## config.mk

```make
export PLATFORM = sky130hd
export DESIGN_NAME = arm_decode_core
export DESIGN_NICKNAME = d
export VERILOG_FILES = /design/src/logic/arm_pkg.sv /design/src/logic/instr_decoder.sv /design/src/logic/id_ex_register.sv /design/src/logic/cond_evaluator.sv /design/src/logic/execute_control.sv /design/src/logic/arm_decode_core.sv
export SDC_FILE = /design/constraint.sdc
export NUM_CORES = 1
export LEC_CHECK = 0
export BUFFER_PORTS_ARGS = -buffer_cell sky130_fd_sc_hd__buf_4
export CELL_PAD_IN_SITES_DETAIL_PLACEMENT = 1
export CELL_PAD_IN_SITES_GLOBAL_PLACEMENT = 2
export CORE_ASPECT_RATIO = 0.8
export CORE_MARGIN = 2
export CORE_UTILIZATION = 23
export CTS_BUF_LIST = sky130_fd_sc_hd__clkbuf_16
export CTS_CLUSTER_DIAMETER = 80
export DETAILED_ROUTE_END_ITERATION = 7
export PLACE_DENSITY_LB_ADDON = 0.1
export SKIP_CTS_REPAIR_TIMING = 1
export SLEW_MARGIN = 20
export SYNTH_ARGS = -nofsm -noshare
export SYNTH_HDL_FRONTEND = slang
export SYNTH_SLANG_ARGS = --single-unit
export TNS_END_PERCENT = 100
```

## constraint.sdc

```tcl
create_clock -name clk -period 1.7 [get_ports clk]
set_clock_uncertainty 0.15 [all_clocks]
set_input_delay 0.085 -clock clk [delete_from_list [all_inputs] [get_ports clk]]
set_output_delay 0.085 -clock clk [all_outputs]
set_load 0.01 [all_outputs]
```

## src/logic/arm_pkg.sv

```systemverilog
package arm_pkg;

    // Datapath widths
    localparam int word_w  = 32;
    localparam int cond_w  = 4;     // Condition field, bits 31:28
    localparam int flags_w = 4;     // N Z C V
    localparam int alu_w   = 4;     // ALU opcode, bits 24:21
    localparam int reg_w   = 4;     // Register index, 16 regs
    localparam int class_w = 3;     // Class field, bits 27:25

    typedef logic [word_w-1:0]  word_t;
    typedef logic [cond_w-1:0]  cond_t;
    typedef logic [flags_w-1:0] flags_t;     // N at bit 3, V at bit 0
    typedef logic [alu_w-1:0]   alu_op_t;
    typedef logic [reg_w-1:0]   reg_idx_t;

    // ALU opcodes used by address and branch arithmetic
    localparam alu_op_t alu_add = 4'b0100;
    localparam alu_op_t alu_sub = 4'b0010;

    // Unconditional codes
    localparam cond_t cond_always = 4'b1110;
    localparam cond_t cond_never  = 4'b1111;

    // BL return address goes to r14
    localparam reg_idx_t link_reg = 4'd14;

    // Instruction class, same encoding as bits 27:25
    typedef enum logic [class_w-1:0] {
        class_dp_shift    = 3'b000,     // Data processing, shift by imm
        class_dp_imm      = 3'b001,     // Data processing, immediate
        class_ls_imm      = 3'b010,     // Load/store, immediate offset
        class_ls_reg      = 3'b011,     // Load/store, register offset
        class_branch      = 3'b101,     // B and BL
        class_unsupported = 3'b111      // Anything else
    } instr_class_t;

    // Control word passed from decode into execute
    typedef struct packed {
        logic         valid;        // Slot holds a live instruction
        instr_class_t iclass;
        cond_t        cond;
        alu_op_t      alu_op;
        logic         shift_imm;    // Operand 2 is the immediate
        logic         rf_enable;    // Writes rd
        logic         load;         // Memory read into rd
        logic         mem_write;    // Store
        logic         branch;
        logic         link;         // BL, rd is link_reg
        logic         set_flags;    // S bit
        reg_idx_t     rd;
    } ctrl_t;

endpackage

```

## src/logic/instr_decoder.sv

```systemverilog
`timescale 1ns/1ns

module instr_decoder
    import arm_pkg::*;
(
    input  word_t instr,
    input  logic  instr_valid,
    output ctrl_t id_ctrl
);

    instr_class_t iclass;   // Decoded bits 27:25
    logic         bl;       // Branch and link

    // Fold the unused class encodings into one code
    always_comb
    begin
        case (instr[27:25])
            3'b000:  iclass = class_dp_shift;
            3'b001:  iclass = class_dp_imm;
            3'b010:  iclass = class_ls_imm;
            3'b011:  iclass = class_ls_reg;
            3'b101:  iclass = class_branch;
            default: iclass = class_unsupported;   // 100, 110, 111
        endcase
    end

    assign bl = (iclass == class_branch) && instr[24];     // L bit

    always_comb
    begin
        // Start idle and let each class set its own strobes
        id_ctrl        = '0;
        id_ctrl.valid  = instr_valid;
        id_ctrl.iclass = iclass;
        id_ctrl.cond   = instr[31:28];
        id_ctrl.rd     = bl ? link_reg : instr[15:12];     // BL writes r14

        case (iclass)
            class_dp_shift, class_dp_imm:
            begin
                id_ctrl.alu_op    = instr[24:21];      // Opcode straight from the word
                id_ctrl.rf_enable = 1'b1;
                id_ctrl.shift_imm = (iclass == class_dp_imm);
                id_ctrl.set_flags = instr[20];         // S bit
            end

            class_ls_imm, class_ls_reg:
            begin
                // U bit picks offset direction
                id_ctrl.alu_op    = instr[23] ? alu_add : alu_sub;
                id_ctrl.load      = instr[20];         // L bit set for LDR
                id_ctrl.rf_enable = instr[20];         // Only loads write back
                id_ctrl.mem_write = ~instr[20];        // STR
            end

            class_branch:
            begin
                id_ctrl.alu_op    = alu_add;           // PC plus offset
                id_ctrl.branch    = 1'b1;
                id_ctrl.link      = bl;
                id_ctrl.rf_enable = bl;                // Return address into r14
            end

            default:
            begin
                // Unsupported class keeps the idle word
            end
        endcase
    end

endmodule

```

## src/logic/id_ex_register.sv

```systemverilog
`timescale 1ns/1ns

module id_ex_register
    import arm_pkg::*;
(
    input  logic  clk,
    input  logic  rst_n,
    input  ctrl_t id_ctrl,
    input  logic  branch_taken,     // Squash strobe from execute
    output ctrl_t ex_ctrl
);

    ctrl_t next_ctrl;   // Word loaded at the next edge

    // Taken branch kills the instruction behind it
    always_comb
    begin
        next_ctrl = id_ctrl;
        if (branch_taken)
        begin
            // Only valid drops, other fields still show in waves
            next_ctrl.valid = 1'b0;
        end
    end

    // Stage register, advances every cycle
    always_ff @(posedge clk or negedge rst_n)
    begin
        if (!rst_n)
        begin
            ex_ctrl <= '0;      // Empty slot out of reset
        end
        else
        begin
            ex_ctrl <= next_ctrl;
        end
    end

endmodule

```

## src/logic/cond_evaluator.sv

```systemverilog
`timescale 1ns/1ns

module cond_evaluator
    import arm_pkg::*;
(
    input  cond_t  cond,
    input  flags_t flags,
    output logic   passed
);

    logic n;    // Negative
    logic z;    // Zero
    logic c;    // Carry
    logic v;    // Overflow

    assign n = flags[3];
    assign z = flags[2];
    assign c = flags[1];
    assign v = flags[0];

    // Full ARM condition table
    always_comb
    begin
        case (cond)
            4'b0000:     passed = z;                 // EQ
            4'b0001:     passed = ~z;                // NE
            4'b0010:     passed = c;                 // CS/HS
            4'b0011:     passed = ~c;                // CC/LO
            4'b0100:     passed = n;                 // MI
            4'b0101:     passed = ~n;                // PL
            4'b0110:     passed = v;                 // VS
            4'b0111:     passed = ~v;                // VC
            4'b1000:     passed = c & ~z;            // HI unsigned higher
            4'b1001:     passed = ~c | z;            // LS unsigned lower or same
            4'b1010:     passed = (n == v);          // GE
            4'b1011:     passed = (n != v);          // LT
            4'b1100:     passed = ~z & (n == v);     // GT needs both terms
            4'b1101:     passed = z | (n != v);      // LE
            cond_always: passed = 1'b1;
            cond_never:  passed = 1'b0;
        endcase
    end

endmodule

```

## src/logic/execute_control.sv

```systemverilog
`timescale 1ns/1ns

module execute_control
    import arm_pkg::*;
(
    input  logic     clk,
    input  logic     rst_n,
    input  ctrl_t    ex_ctrl,
    input  flags_t   flags_in,      // ALU flags of the instruction in execute
    output logic     exec_valid,
    output alu_op_t  alu_op,
    output reg_idx_t rd,
    output logic     rf_we,
    output logic     mem_read,
    output logic     mem_write,
    output logic     branch_taken,
    output logic     link,
    output flags_t   flags          // Status register
);

    logic cond_pass;    // Condition field holds under current flags

    cond_evaluator u_cond_evaluator (
        .cond   (ex_ctrl.cond),
        .flags  (flags),
        .passed (cond_pass)
    );

    // Failing condition turns the slot into a no-op
    assign exec_valid = ex_ctrl.valid & cond_pass;

    // Opcode and destination pass through unqualified
    assign alu_op = ex_ctrl.alu_op;
    assign rd     = ex_ctrl.rd;

    // Strobes only fire for an executing instruction
    assign rf_we        = ex_ctrl.rf_enable & exec_valid;
    assign mem_read     = ex_ctrl.load      & exec_valid;
    assign mem_write    = ex_ctrl.mem_write & exec_valid;
    assign branch_taken = ex_ctrl.branch    & exec_valid;   // Also squashes ID/EX
    assign link         = ex_ctrl.link      & exec_valid;

    // Status register, loads at the end of the execute cycle
    // so the next instruction sees the new flags
    always_ff @(posedge clk or negedge rst_n)
    begin
        if (!rst_n)
        begin
            flags <= '0;
        end
        else if (exec_valid && ex_ctrl.set_flags)
        begin
            flags <= flags_in;  // S bit set and condition passed
        end
    end

endmodule

```

## src/logic/arm_decode_core.sv

```systemverilog
`timescale 1ns/1ns

module arm_decode_core
    import arm_pkg::*;
(
    input  logic     clk,
    input  logic     rst_n,
    input  logic     instr_valid,   // Level, instr is live
    input  word_t    instr,
    input  flags_t   flags_in,      // ALU flags for the executing instruction
    output logic     exec_valid,
    output alu_op_t  alu_op,
    output reg_idx_t rd,
    output logic     rf_we,
    output logic     mem_read,
    output logic     mem_write,
    output logic     branch_taken,
    output logic     link,
    output flags_t   flags
);

    ctrl_t id_ctrl;     // Decode stage word, combinational
    ctrl_t ex_ctrl;     // Execute stage word

    instr_decoder u_instr_decoder (
        .instr       (instr),
        .instr_valid (instr_valid),
        .id_ctrl     (id_ctrl)
    );

    // Squash path closes the loop from execute back to ID/EX
    id_ex_register u_id_ex_register (
        .clk          (clk),
        .rst_n        (rst_n),
        .id_ctrl      (id_ctrl),
        .branch_taken (branch_taken),
        .ex_ctrl      (ex_ctrl)
    );

    execute_control u_execute_control (
        .clk          (clk),
        .rst_n        (rst_n),
        .ex_ctrl      (ex_ctrl),
        .flags_in     (flags_in),
        .exec_valid   (exec_valid),
        .alu_op       (alu_op),
        .rd           (rd),
        .rf_we        (rf_we),
        .mem_read     (mem_read),
        .mem_write    (mem_write),
        .branch_taken (branch_taken),
        .link         (link),
        .flags        (flags)
    );

endmodule

```

==> results.py, run 1 <==
metrics = {
    "setup_path": {
        "path_cells": "xor2_2 -> mux2_4 -> a311o_2 -> o21ba_4 -> and2_4 -> buf_6",
        "crit_type": "register to output port",
        "cp_data_required_time_ns": 1.46,
        "slowest_delay_ns": 0.43,
        "cp_slowest_cell": "dfrtp_2",
        "crit_path_end_kind": "output port",
        "critPathLaunchType": "register",
        "crit_arrival_ns": 2.08,
        "crit_fanout": 7,
    },
    "timing": {
        "setup_viol": 11,
        "rsz0062_at_grt": "yes",
        "fmax_ghz": 0.432,
        "period_share": 1.36,
        "slew_violations": 0,
        "fin_crit_ns": 2.32,
        "worst_slew_pin_slew_ns": 0.299,
        "slew_headroom": 0.795,
        "setup_slack_ns": -0.616,
        "setup_tns_ns": -5.14,
        "finalHoldViolations": 0,
    },
    "global_routing": {
        "grt_pass1_wl_um": 4440,
        "grt_overflow_total": 0,
        "antenna_found_initial": 0,
        "grt_max_degree": 24,
        "grt_pass1_vias": 933,
        "grt_use_total": 0.114,
    },
    "logic_synthesis": {
        "ys_seq_elements": 23,
        "synthFlopType": "dfrtp_1",
        "synthArstFlopShare": 1.00,
        "ys_seq_area_frac": 0.517,
        "synth_cells": 101,
        "ys_warn_count": 0,
        "synth_nets": 140,
        "syn_area_per_cell_sq_um": 11.0,
        "syn_area_sq_mm": 0.00111,
        "synth_cell_types": 37,
        "synth_edf_count": 0,
    },
    "place": {
        "io_buffer_count": 40,
        "place_congestion": 0.724,
        "placedCellCount": 209,
        "post-dp-hpwl_um": 2150,
    },
    "route": {
        "routed_via_density": 4.28,
        "wl_met3_um": 127,
        "wire_per_inst_um": 13.4,
        "drtIter0Drc": 27,
        "drtAntennaViolNets": 0,
        "num_vias": 1023,
        "top_layer_used": "met4",
        "dr.pass1.iters": 4,
        "routed_wl_um": 3210,
        "wl_met1_um": 1380,
        "drc_errors": 0,
        "wl_met2_um": 1640,
    },
    "flow_run": {
        "cap_violations": 0,
    },
    "die": {
        "die_area_sq_mm": 0.00542,
        "ios": 57,
        "die_h_um": 66.2,
        "die_w_um": 81.8,
        "coreArea_sq_mm": 0.00462,
        "initial_core_util": 0.241,
        "row_count": 22,
    },
    "cells_and_area": {
        "syn2layout_area_growth_pct": 82.0,
        "mostFrequentLayoutCell": "buf_4",
        "fill_cells": 505,
        "finalNonFillerCells": 239,
        "nets": 219,
        "seq_area_sq_um": 579,
        "drive_gt1_frac": 0.531,
        "layout_common_cells": "buf_4, dlygate4sd3_1, dfrtp_1",
        "antenna_cells": 0,
        "multi_input_area_sq_um": 554,
    },
    "pwr": {
        "p_per_area_mw_per_mm2": 1040,
        "power.leakage_nw": 0.978,
        "ir_worst_vdd_mv": 0.360,
    },
    "cts": {
        "cts.clk_slew.worst_paths_ns": 0.06,
        "clockRootBuffer": "clkbuf_16",
        "clk_path_buf_depth": 2,
        "cts.sinks": 23,
        "cts_tree": "yes",
        "cts_buffers": 3,
        "clkLatencyLatePin_ns": 0.26,
        "htree_num_levels": 1,
    },
    "outcome": {
        "violations": "negative setup slack",
        "outcome": "finished, violations left",
    },
    "worst_hold_path": {
        "hold_class": "input port to register",
    },
}
[worst paths after layout]
check / startpoint / end / slack (ns) / depth (start not counted)
max in group asynchronous: rst_n / u_id_ex_register.ex_ctrl[15] / 1.03 / 2
setup reg to reg: u_execute_control.flags[0] / u_id_ex_register.ex_ctrl[22] / -0.40 / 7
hold reg to reg: u_id_ex_register.ex_ctrl[6] / u_id_ex_register.ex_ctrl[22] / 0.31 / 1
hold / removal: instr[25] / u_id_ex_register.ex_ctrl[6] / 0.001 / 2
min in group asynchronous: rst_n / u_id_ex_register.ex_ctrl[12] / 0.11 / 2
setup / recovery: u_execute_control.flags[0] / link / -0.62 / 6
[kinds of logic after synthesis]
kind of cell              share of synthesized area
buffers and inverters                        0.0888
xor gates and xnor gates                     0.0157
muxes                                        0.0371
and+or+nand+nor                               0.215
AOI/OAI and AO/OA                             0.127
DFF                                           0.517
[cell type report]
class                      instances  share of cell area
tap                               60              0.0370
clock inverter                     1             0.00185
inverter                           6              0.0111
sequential                        23               0.286
multi-input combinational         62               0.273
timing repair buffer              84               0.354
clock buffer                       3              0.0370
[metal layers]
metal / vias up / global-route usage
met5: - / 0
met4: 0 / 0.0688
met3: 5 / 0.0246
met2: 22 / 0.183
met1: 504 / 0.140
li1: 492 / -
[metrics by stage]
stage / hold WS (ns) / instance area, sq um / total power, mW / util / worst slack [ns]
final: 0.00139 / 2030 / 2.11 / 0.438 / -0.616
after global routing: 0.00280 / 2030 / 2.23 / 0.438 / -0.687
after CTS: -0.428 / 1650 / 1.94 / 0.357 / -0.656
after detailed placement: -0.140 / 1570 / 1.39 / 0.340 / -0.354
after global placement: -0.150 / 1570 / 1.39 / 0.340 / -0.366
after floorplan: -0.361 / 1140 / 1.01 / - / -0.211
[cell usage after synthesis, types with 2 or more instances]
cell type	number	area (sq um)
o21bai_1	2	15.0
nor3b_1	2	15.0
and2_1	8	50.1
dfrtp_1	23	576
buf_4	8	60.1
nand2_1	6	22.5
mux2i_1	3	30.0
o32ai_1	4	35.0
nor2_1	4	15.0
nand3b_1	2	15.0
or3_1	2	12.5
nor2b_1	3	18.8
and3b_1	2	17.5
nand2b_1	4	25.0
inv_1	6	22.5
[registers in the layout (all words and copies together) (netlist names)]
| signal | flops |
|---|---|
| u_execute_control.flags | 4 |
| u_id_ex_register.ex_ctrl | 19 |
[report_power, final]
part | internal (mW) | leakage (nW) | total [mW] | switching (mW)
clock | 0.315 | 0.0423 | 0.525 | 0.210
sequential | 0.623 | 0.282 | 0.704 | 0.0801
combinational | 0.525 | 0.653 | 0.878 | 0.353
total | 1.46 | 0.978 | 2.11 | 0.644
[critical path: cells and delay by family (launching register included)]
| kind | cells | cell delay, ns |
|---|---|---|
| flops | 1 | 0.43 |
| mux | 1 | 0.33 |
| simple gates | 1 | 0.16 |
| compound gates | 2 | 0.56 |
| buf+inv | 1 | 0.11 |
| xor+xnor | 1 | 0.22 |
Note: power is estimated with default switching activity, not from simulation.
==> run 2: changes to the inputs <==
--- a/config.mk
+++ b/config.mk
@@ -14,6 +14,7 @@
 export CTS_BUF_LIST = sky130_fd_sc_hd__clkbuf_16
 export CTS_CLUSTER_DIAMETER = 80
 export DETAILED_ROUTE_END_ITERATION = 7
+export MAX_ROUTING_LAYER = met4
 export PLACE_DENSITY_LB_ADDON = 0.1
 export SKIP_CTS_REPAIR_TIMING = 1
 export SLEW_MARGIN = 20
==> results.py, run 2 (synthesized netlist as in run 1, its figures left out) <==
metrics = {
    "timing": {
        "finalHoldViolations": 0,
        "slew_headroom": 0.795,
        "fin_crit_ns": 2.31,
        "worst_slew_pin_slew_ns": 0.299,
        "setup_slack_ns": -0.615,
        "setup_viol": 11,
        "rsz0062_at_grt": "yes",
        "slew_violations": 0,
        "period_share": 1.36,
        "fmax_ghz": 0.432,
    },
    "route": {
        "drtIter0Drc": 28,
        "wire_per_inst_um": 13.5,
        "num_vias": 1023,
        "drtAntennaViolNets": 0,
        "routed_via_density": 4.28,
        "routed_wl_um": 3220,
        "dr.pass1.iters": 4,
        "drc_errors": 0,
    },
    "die": {
        "coreArea_sq_mm": 0.00462,
        "die_w_um": 81.8,
        "die_h_um": 66.2,
        "row_count": 22,
        "die_area_sq_mm": 0.00542,
        "initial_core_util": 0.241,
        "ios": 57,
    },
    "cts": {
        "clkLatencyLatePin_ns": 0.26,
        "cts.clk_slew.worst_paths_ns": 0.06,
        "cts.sinks": 23,
        "cts_tree": "yes",
        "clockRootBuffer": "clkbuf_16",
        "htree_num_levels": 1,
        "clk_path_buf_depth": 2,
        "cts_buffers": 3,
    },
    "outcome": {
        "outcome": "finished, violations left",
        "violations": "negative setup slack",
    },
    "pwr": {
        "power.leakage_nw": 0.978,
        "p_per_area_mw_per_mm2": 1040,
        "ir_worst_vdd_mv": 0.360,
    },
    "setup_path": {
        "cp_data_required_time_ns": 1.46,
        "crit_path_end_kind": "output port",
        "crit_arrival_ns": 2.08,
        "worstReg2RegEnd": "u_id_ex_register.ex_ctrl[22]",
        "critPathLaunchType": "register",
        "r2r_start": "u_execute_control.flags[0]",
        "r2r_cells": 7,
        "crit_fanout": 7,
        "rrSetupSlack_ns": -0.40,
        "crit_type": "register to output port",
    },
    "place": {
        "post-dp-hpwl_um": 2150,
        "place_area_sq_mm": 0.00157,
        "place_congestion": 0.732,
        "dp_slack_ns": -0.354,
        "placedCellCount": 209,
        "io_buffer_count": 40,
    },
    "cells_and_area": {
        "finalNonFillerCells": 239,
        "antenna_cells": 0,
        "regMostFlops": "u_id_ex_register.ex_ctrl",
        "mostFrequentLayoutCell": "buf_4",
        "nets": 219,
        "utilization": 0.438,
        "syn2layout_area_growth_pct": 82.0,
        "top_regs": "u_id_ex_register.ex_ctrl: 19 flops, u_execute_control.flags: 4 flops",
        "largest_reg_flops": 19,
        "layout_common_cells": "buf_4, dlygate4sd3_1, dfrtp_1",
        "final_area_sq_mm": 0.00203,
        "drive_gt1_frac": 0.531,
    },
    "worst_hold_path": {
        "hold_class": "input port to register",
        "worstHoldEndpoint": "u_id_ex_register.ex_ctrl[6]",
        "min_path_cells": 2,
        "hold_start": "instr[25]",
    },
    "global_routing": {
        "grt_use_total": 0.117,
        "grt_pass1_wl_um": 4440,
        "grt_max_degree": 24,
        "grt_overflow_total": 0,
        "grt_pass1_vias": 936,
        "antenna_found_initial": 0,
    },
    "flow_run": {
        "cap_violations": 0,
    },
}
[run 2: cell counts in the layout (fill, tap and decap cells not counted)]
Identical to the previous run, type by type.
[run 2: worst max-delay path by stage]
stage / start / end / slack, ns / cells past startpoint
2_1_floorplan: u_execute_control.flags[0] / branch_taken / -0.21 / 5
3_3_place_gp: u_execute_control.flags[3] / mem_read / -0.37 / 6
3_5_place_dp: u_execute_control.flags[3] / rf_we / -0.35 / 6
4_1_cts: u_execute_control.flags[3] / branch_taken / -0.66 / 6
5_1_grt: u_execute_control.flags[0] / branch_taken / -0.69 / 6
6_report: u_execute_control.flags[0] / link / -0.61 / 6
[run 2: report_power, final]
part	internal, mW	switching [mW]	total (mW)	leakage, nW
Sequential	0.624	0.0794	0.703	0.282
Clock	0.315	0.209	0.524	0.0423
Combinational	0.525	0.352	0.877	0.653
Total	1.46	0.641	2.10	0.978
[run 2: metrics by stage]
stage	setup TNS [ns]	total power [mW]	hold slack, ns
floorplan	-1.84	1.01	-0.361
global placement	-3.73	1.39	-0.150
detailed placement	-3.57	1.39	-0.140
CTS	-5.60	1.94	-0.428
global route	-5.87	2.23	0.00284
finish	-5.13	2.10	0.00215
[run 2: cell type report]
cell class | count | area, sq um
fill | 505 | 2600
clock buffer | 3 | 75.1
inverter | 6 | 22.5
timing repair buffer | 84 | 717
tap | 60 | 75.1
clock inverter | 1 | 3.75
multi-input combinational | 62 | 554
sequential | 23 | 579
[run 2: worst max-delay path, cell delays in order (launching register included)]
cell	delay (ns)
dfrtp_2	0.43
xor2_2	0.22
mux2_4	0.33
a311o_2	0.33
o21ba_4	0.23
and2_4	0.16
buf_6	0.11
[run 2: routing by layer]
metal | wire [um] | vias to the layer above | share of wire | global-route usage
met5 | 0 | - | 0 | -
met4 | 36 | 0 | 0.011 | 0.0688
met3 | 119 | 4 | 0.037 | 0.0232
met2 | 1670 | 22 | 0.52 | 0.183
met1 | 1390 | 504 | 0.43 | 0.141
li1 | - | 493 | - | -
==> run 3: changes to the inputs <==
--- a/config.mk
+++ b/config.mk
@@ -10,7 +10,7 @@
 export CELL_PAD_IN_SITES_GLOBAL_PLACEMENT = 2
 export CORE_ASPECT_RATIO = 0.8
 export CORE_MARGIN = 2
-export CORE_UTILIZATION = 23
+export CORE_UTILIZATION = 28
 export CTS_BUF_LIST = sky130_fd_sc_hd__clkbuf_16
 export CTS_CLUSTER_DIAMETER = 80
 export DETAILED_ROUTE_END_ITERATION = 7
==> constraint.sdc (replaced) <==
create_clock -name clk -period 3 [get_ports clk]
set_clock_uncertainty 0.15 [all_clocks]
set_input_delay 0.15 -clock clk [delete_from_list [all_inputs] [get_ports clk]]
set_output_delay 0.15 -clock clk [all_outputs]
set_load 0.01 [all_outputs]
==> results.py, run 3 (synthesized netlist as in run 1, its figures left out) <==
metrics = {
    "outcome": {
        "outcome": "finished, violations left",
        "violations": "negative hold slack",
    },
    "worst_hold_path": {
        "hold_class": "input port to register",
        "hold_start": "instr[22]",
    },
    "die": {
        "die_area_sq_mm": 0.00450,
        "row_count": 20,
        "ios": 57,
        "coreArea_sq_mm": 0.00380,
        "initial_core_util": 0.293,
        "die_h_um": 60.4,
        "die_w_um": 74.5,
    },
    "cells_and_area": {
        "finalNonFillerCells": 204,
        "multi_input_area_sq_um": 439,
        "mostFrequentLayoutCell": "buf_4",
        "seq_area_sq_um": 576,
        "fill_cells": 443,
        "syn2layout_area_growth_pct": 46.0,
        "layout_common_cells": "buf_4, dfrtp_1, dlygate4sd3_1",
        "largest_reg_flops": 19,
        "regMostFlops": "u_id_ex_register.ex_ctrl",
        "final_area_sq_mm": 0.00163,
        "drive_gt1_frac": 0.336,
        "nets": 189,
        "antenna_cells": 0,
        "top_regs": "u_id_ex_register.ex_ctrl: 19 flops, u_execute_control.flags: 4 flops",
    },
    "route": {
        "routed_via_density": 4.36,
        "dr.pass1.iters": 4,
        "num_vias": 890,
        "drc_errors": 0,
        "routed_wl_um": 2530,
        "drtIter0Drc": 41,
        "drtAntennaViolNets": 0,
        "wire_per_inst_um": 12.4,
    },
    "timing": {
        "slew_headroom": 0.712,
        "fmax_ghz": 0.397,
        "worst_slew_pin_slew_ns": 0.431,
        "period_share": 0.839,
        "setup_viol": 0,
        "fin_crit_ns": 2.52,
        "setup_slack_ns": 0.483,
        "rsz0062_at_grt": "no",
        "whs_ns": -0.0135,
        "slew_violations": 0,
        "finalHoldViolations": 2,
        "setup_tns_ns": 0,
    },
    "global_routing": {
        "grt_use_total": 0.117,
        "grt_pass1_wl_um": 3830,
        "grt_overflow_total": 0,
        "grt_max_degree": 24,
        "grt_pass1_vias": 858,
        "antenna_found_initial": 0,
    },
    "place": {
        "io_buffer_count": 40,
        "dp_slack_ns": 0.723,
        "placedCellCount": 186,
        "place_congestion": 0.811,
        "place_area_sq_mm": 0.00141,
        "post-dp-hpwl_um": 1870,
    },
    "pwr": {
        "power.leakage_nw": 0.807,
        "p_per_area_mw_per_mm2": 592,
        "ir_worst_vdd_mv": 0.240,
    },
    "cts": {
        "clk_path_buf_depth": 2,
        "cts.clk_slew.worst_paths_ns": 0.06,
        "clockRootBuffer": "clkbuf_16",
        "clkLatencyLatePin_ns": 0.25,
        "cts.sinks": 23,
        "cts_tree": "yes",
        "cts_buffers": 3,
        "htree_num_levels": 1,
    },
    "setup_path": {
        "cp_data_required_time_ns": 2.70,
        "crit_start": "u_execute_control.flags[3]",
        "r2r_start": "u_execute_control.flags[3]",
        "critPathLaunchType": "register",
        "rrSetupSlack_ns": 0.87,
        "crit_path_end_kind": "output port",
        "r2r_cells": 5,
        "worstReg2RegEnd": "u_execute_control.flags[1]",
        "crit_type": "register to output port",
        "critPathCapture": "branch_taken",
        "crit_fanout": 7,
        "crit_arrival_ns": 2.22,
    },
    "flow_run": {
        "cap_violations": 0,
    },
}
==> run 3: cell count changes in the layout (fill, tap and decap cells not counted), sizes merged <==
cell | previous run | this run
buf | 63 | 40
dlygate4sd3 | 21 | 14
==> run 3: how the worst min path moves through the flow <==
stage,to,slack [ns],cells after the start
finish,u_id_ex_register.ex_ctrl[12],-0.01,3
global route,u_id_ex_register.ex_ctrl[22],0.0003,2
CTS,u_id_ex_register.ex_ctrl[12],-0.36,1
detailed placement,u_id_ex_register.ex_ctrl[12],-0.09,1
global placement,u_id_ex_register.ex_ctrl[12],-0.09,1
floorplan,u_execute_control.flags[0],-0.30,0
==> run 3: layer usage <==
layer | vias up | wire [um] | global-route usage
met4 | 0 | 10 | 0.0459
met5 | - | 0 | -
met3 | 2 | 106 | 0.0332
met1 | 435 | 1180 | 0.150
li1 | 434 | - | -
met2 | 19 | 1230 | 0.176
==> run 3: final cells by class <==
| type | count | area share |
|---|---|---|
| clock buffers | 3 | 0.0462 |
| clock inverters | 1 | 0.00231 |
| inverters | 6 | 0.0139 |
| multi-input cells | 62 | 0.270 |
| flip-flops and latches | 23 | 0.354 |
| well taps | 55 | 0.0423 |
| repair buffers | 54 | 0.271 |
==> run 3: metrics by stage <==
stage | util | hold WS (ns) | total power [mW]
after global routing | 0.427 | 0.000333 | 1.02
after floorplan | - | -0.296 | 0.555
final | 0.427 | -0.0135 | 0.961
after CTS | 0.390 | -0.359 | 0.963
after detailed placement | 0.370 | -0.0851 | 0.676
after global placement | 0.370 | -0.0899 | 0.672
==> run 3: power by group <==
| group | internal [mW] | switching, mW | total [mW] |
|---|---|---|---|
| logic | 0.154 | 0.123 | 0.278 |
| registers | 0.350 | 0.0510 | 0.401 |
| clock network | 0.178 | 0.105 | 0.282 |
| total | 0.682 | 0.279 | 0.961 |
==> run 3: critical path: stages, from the launching register on <==
cell	delay, ns
dfrtp_1	0.42
xor2_1	0.28
mux2_2	0.39
a311o_2	0.34
o21ba_4	0.23
and2_1	0.16
buf_4	0.14
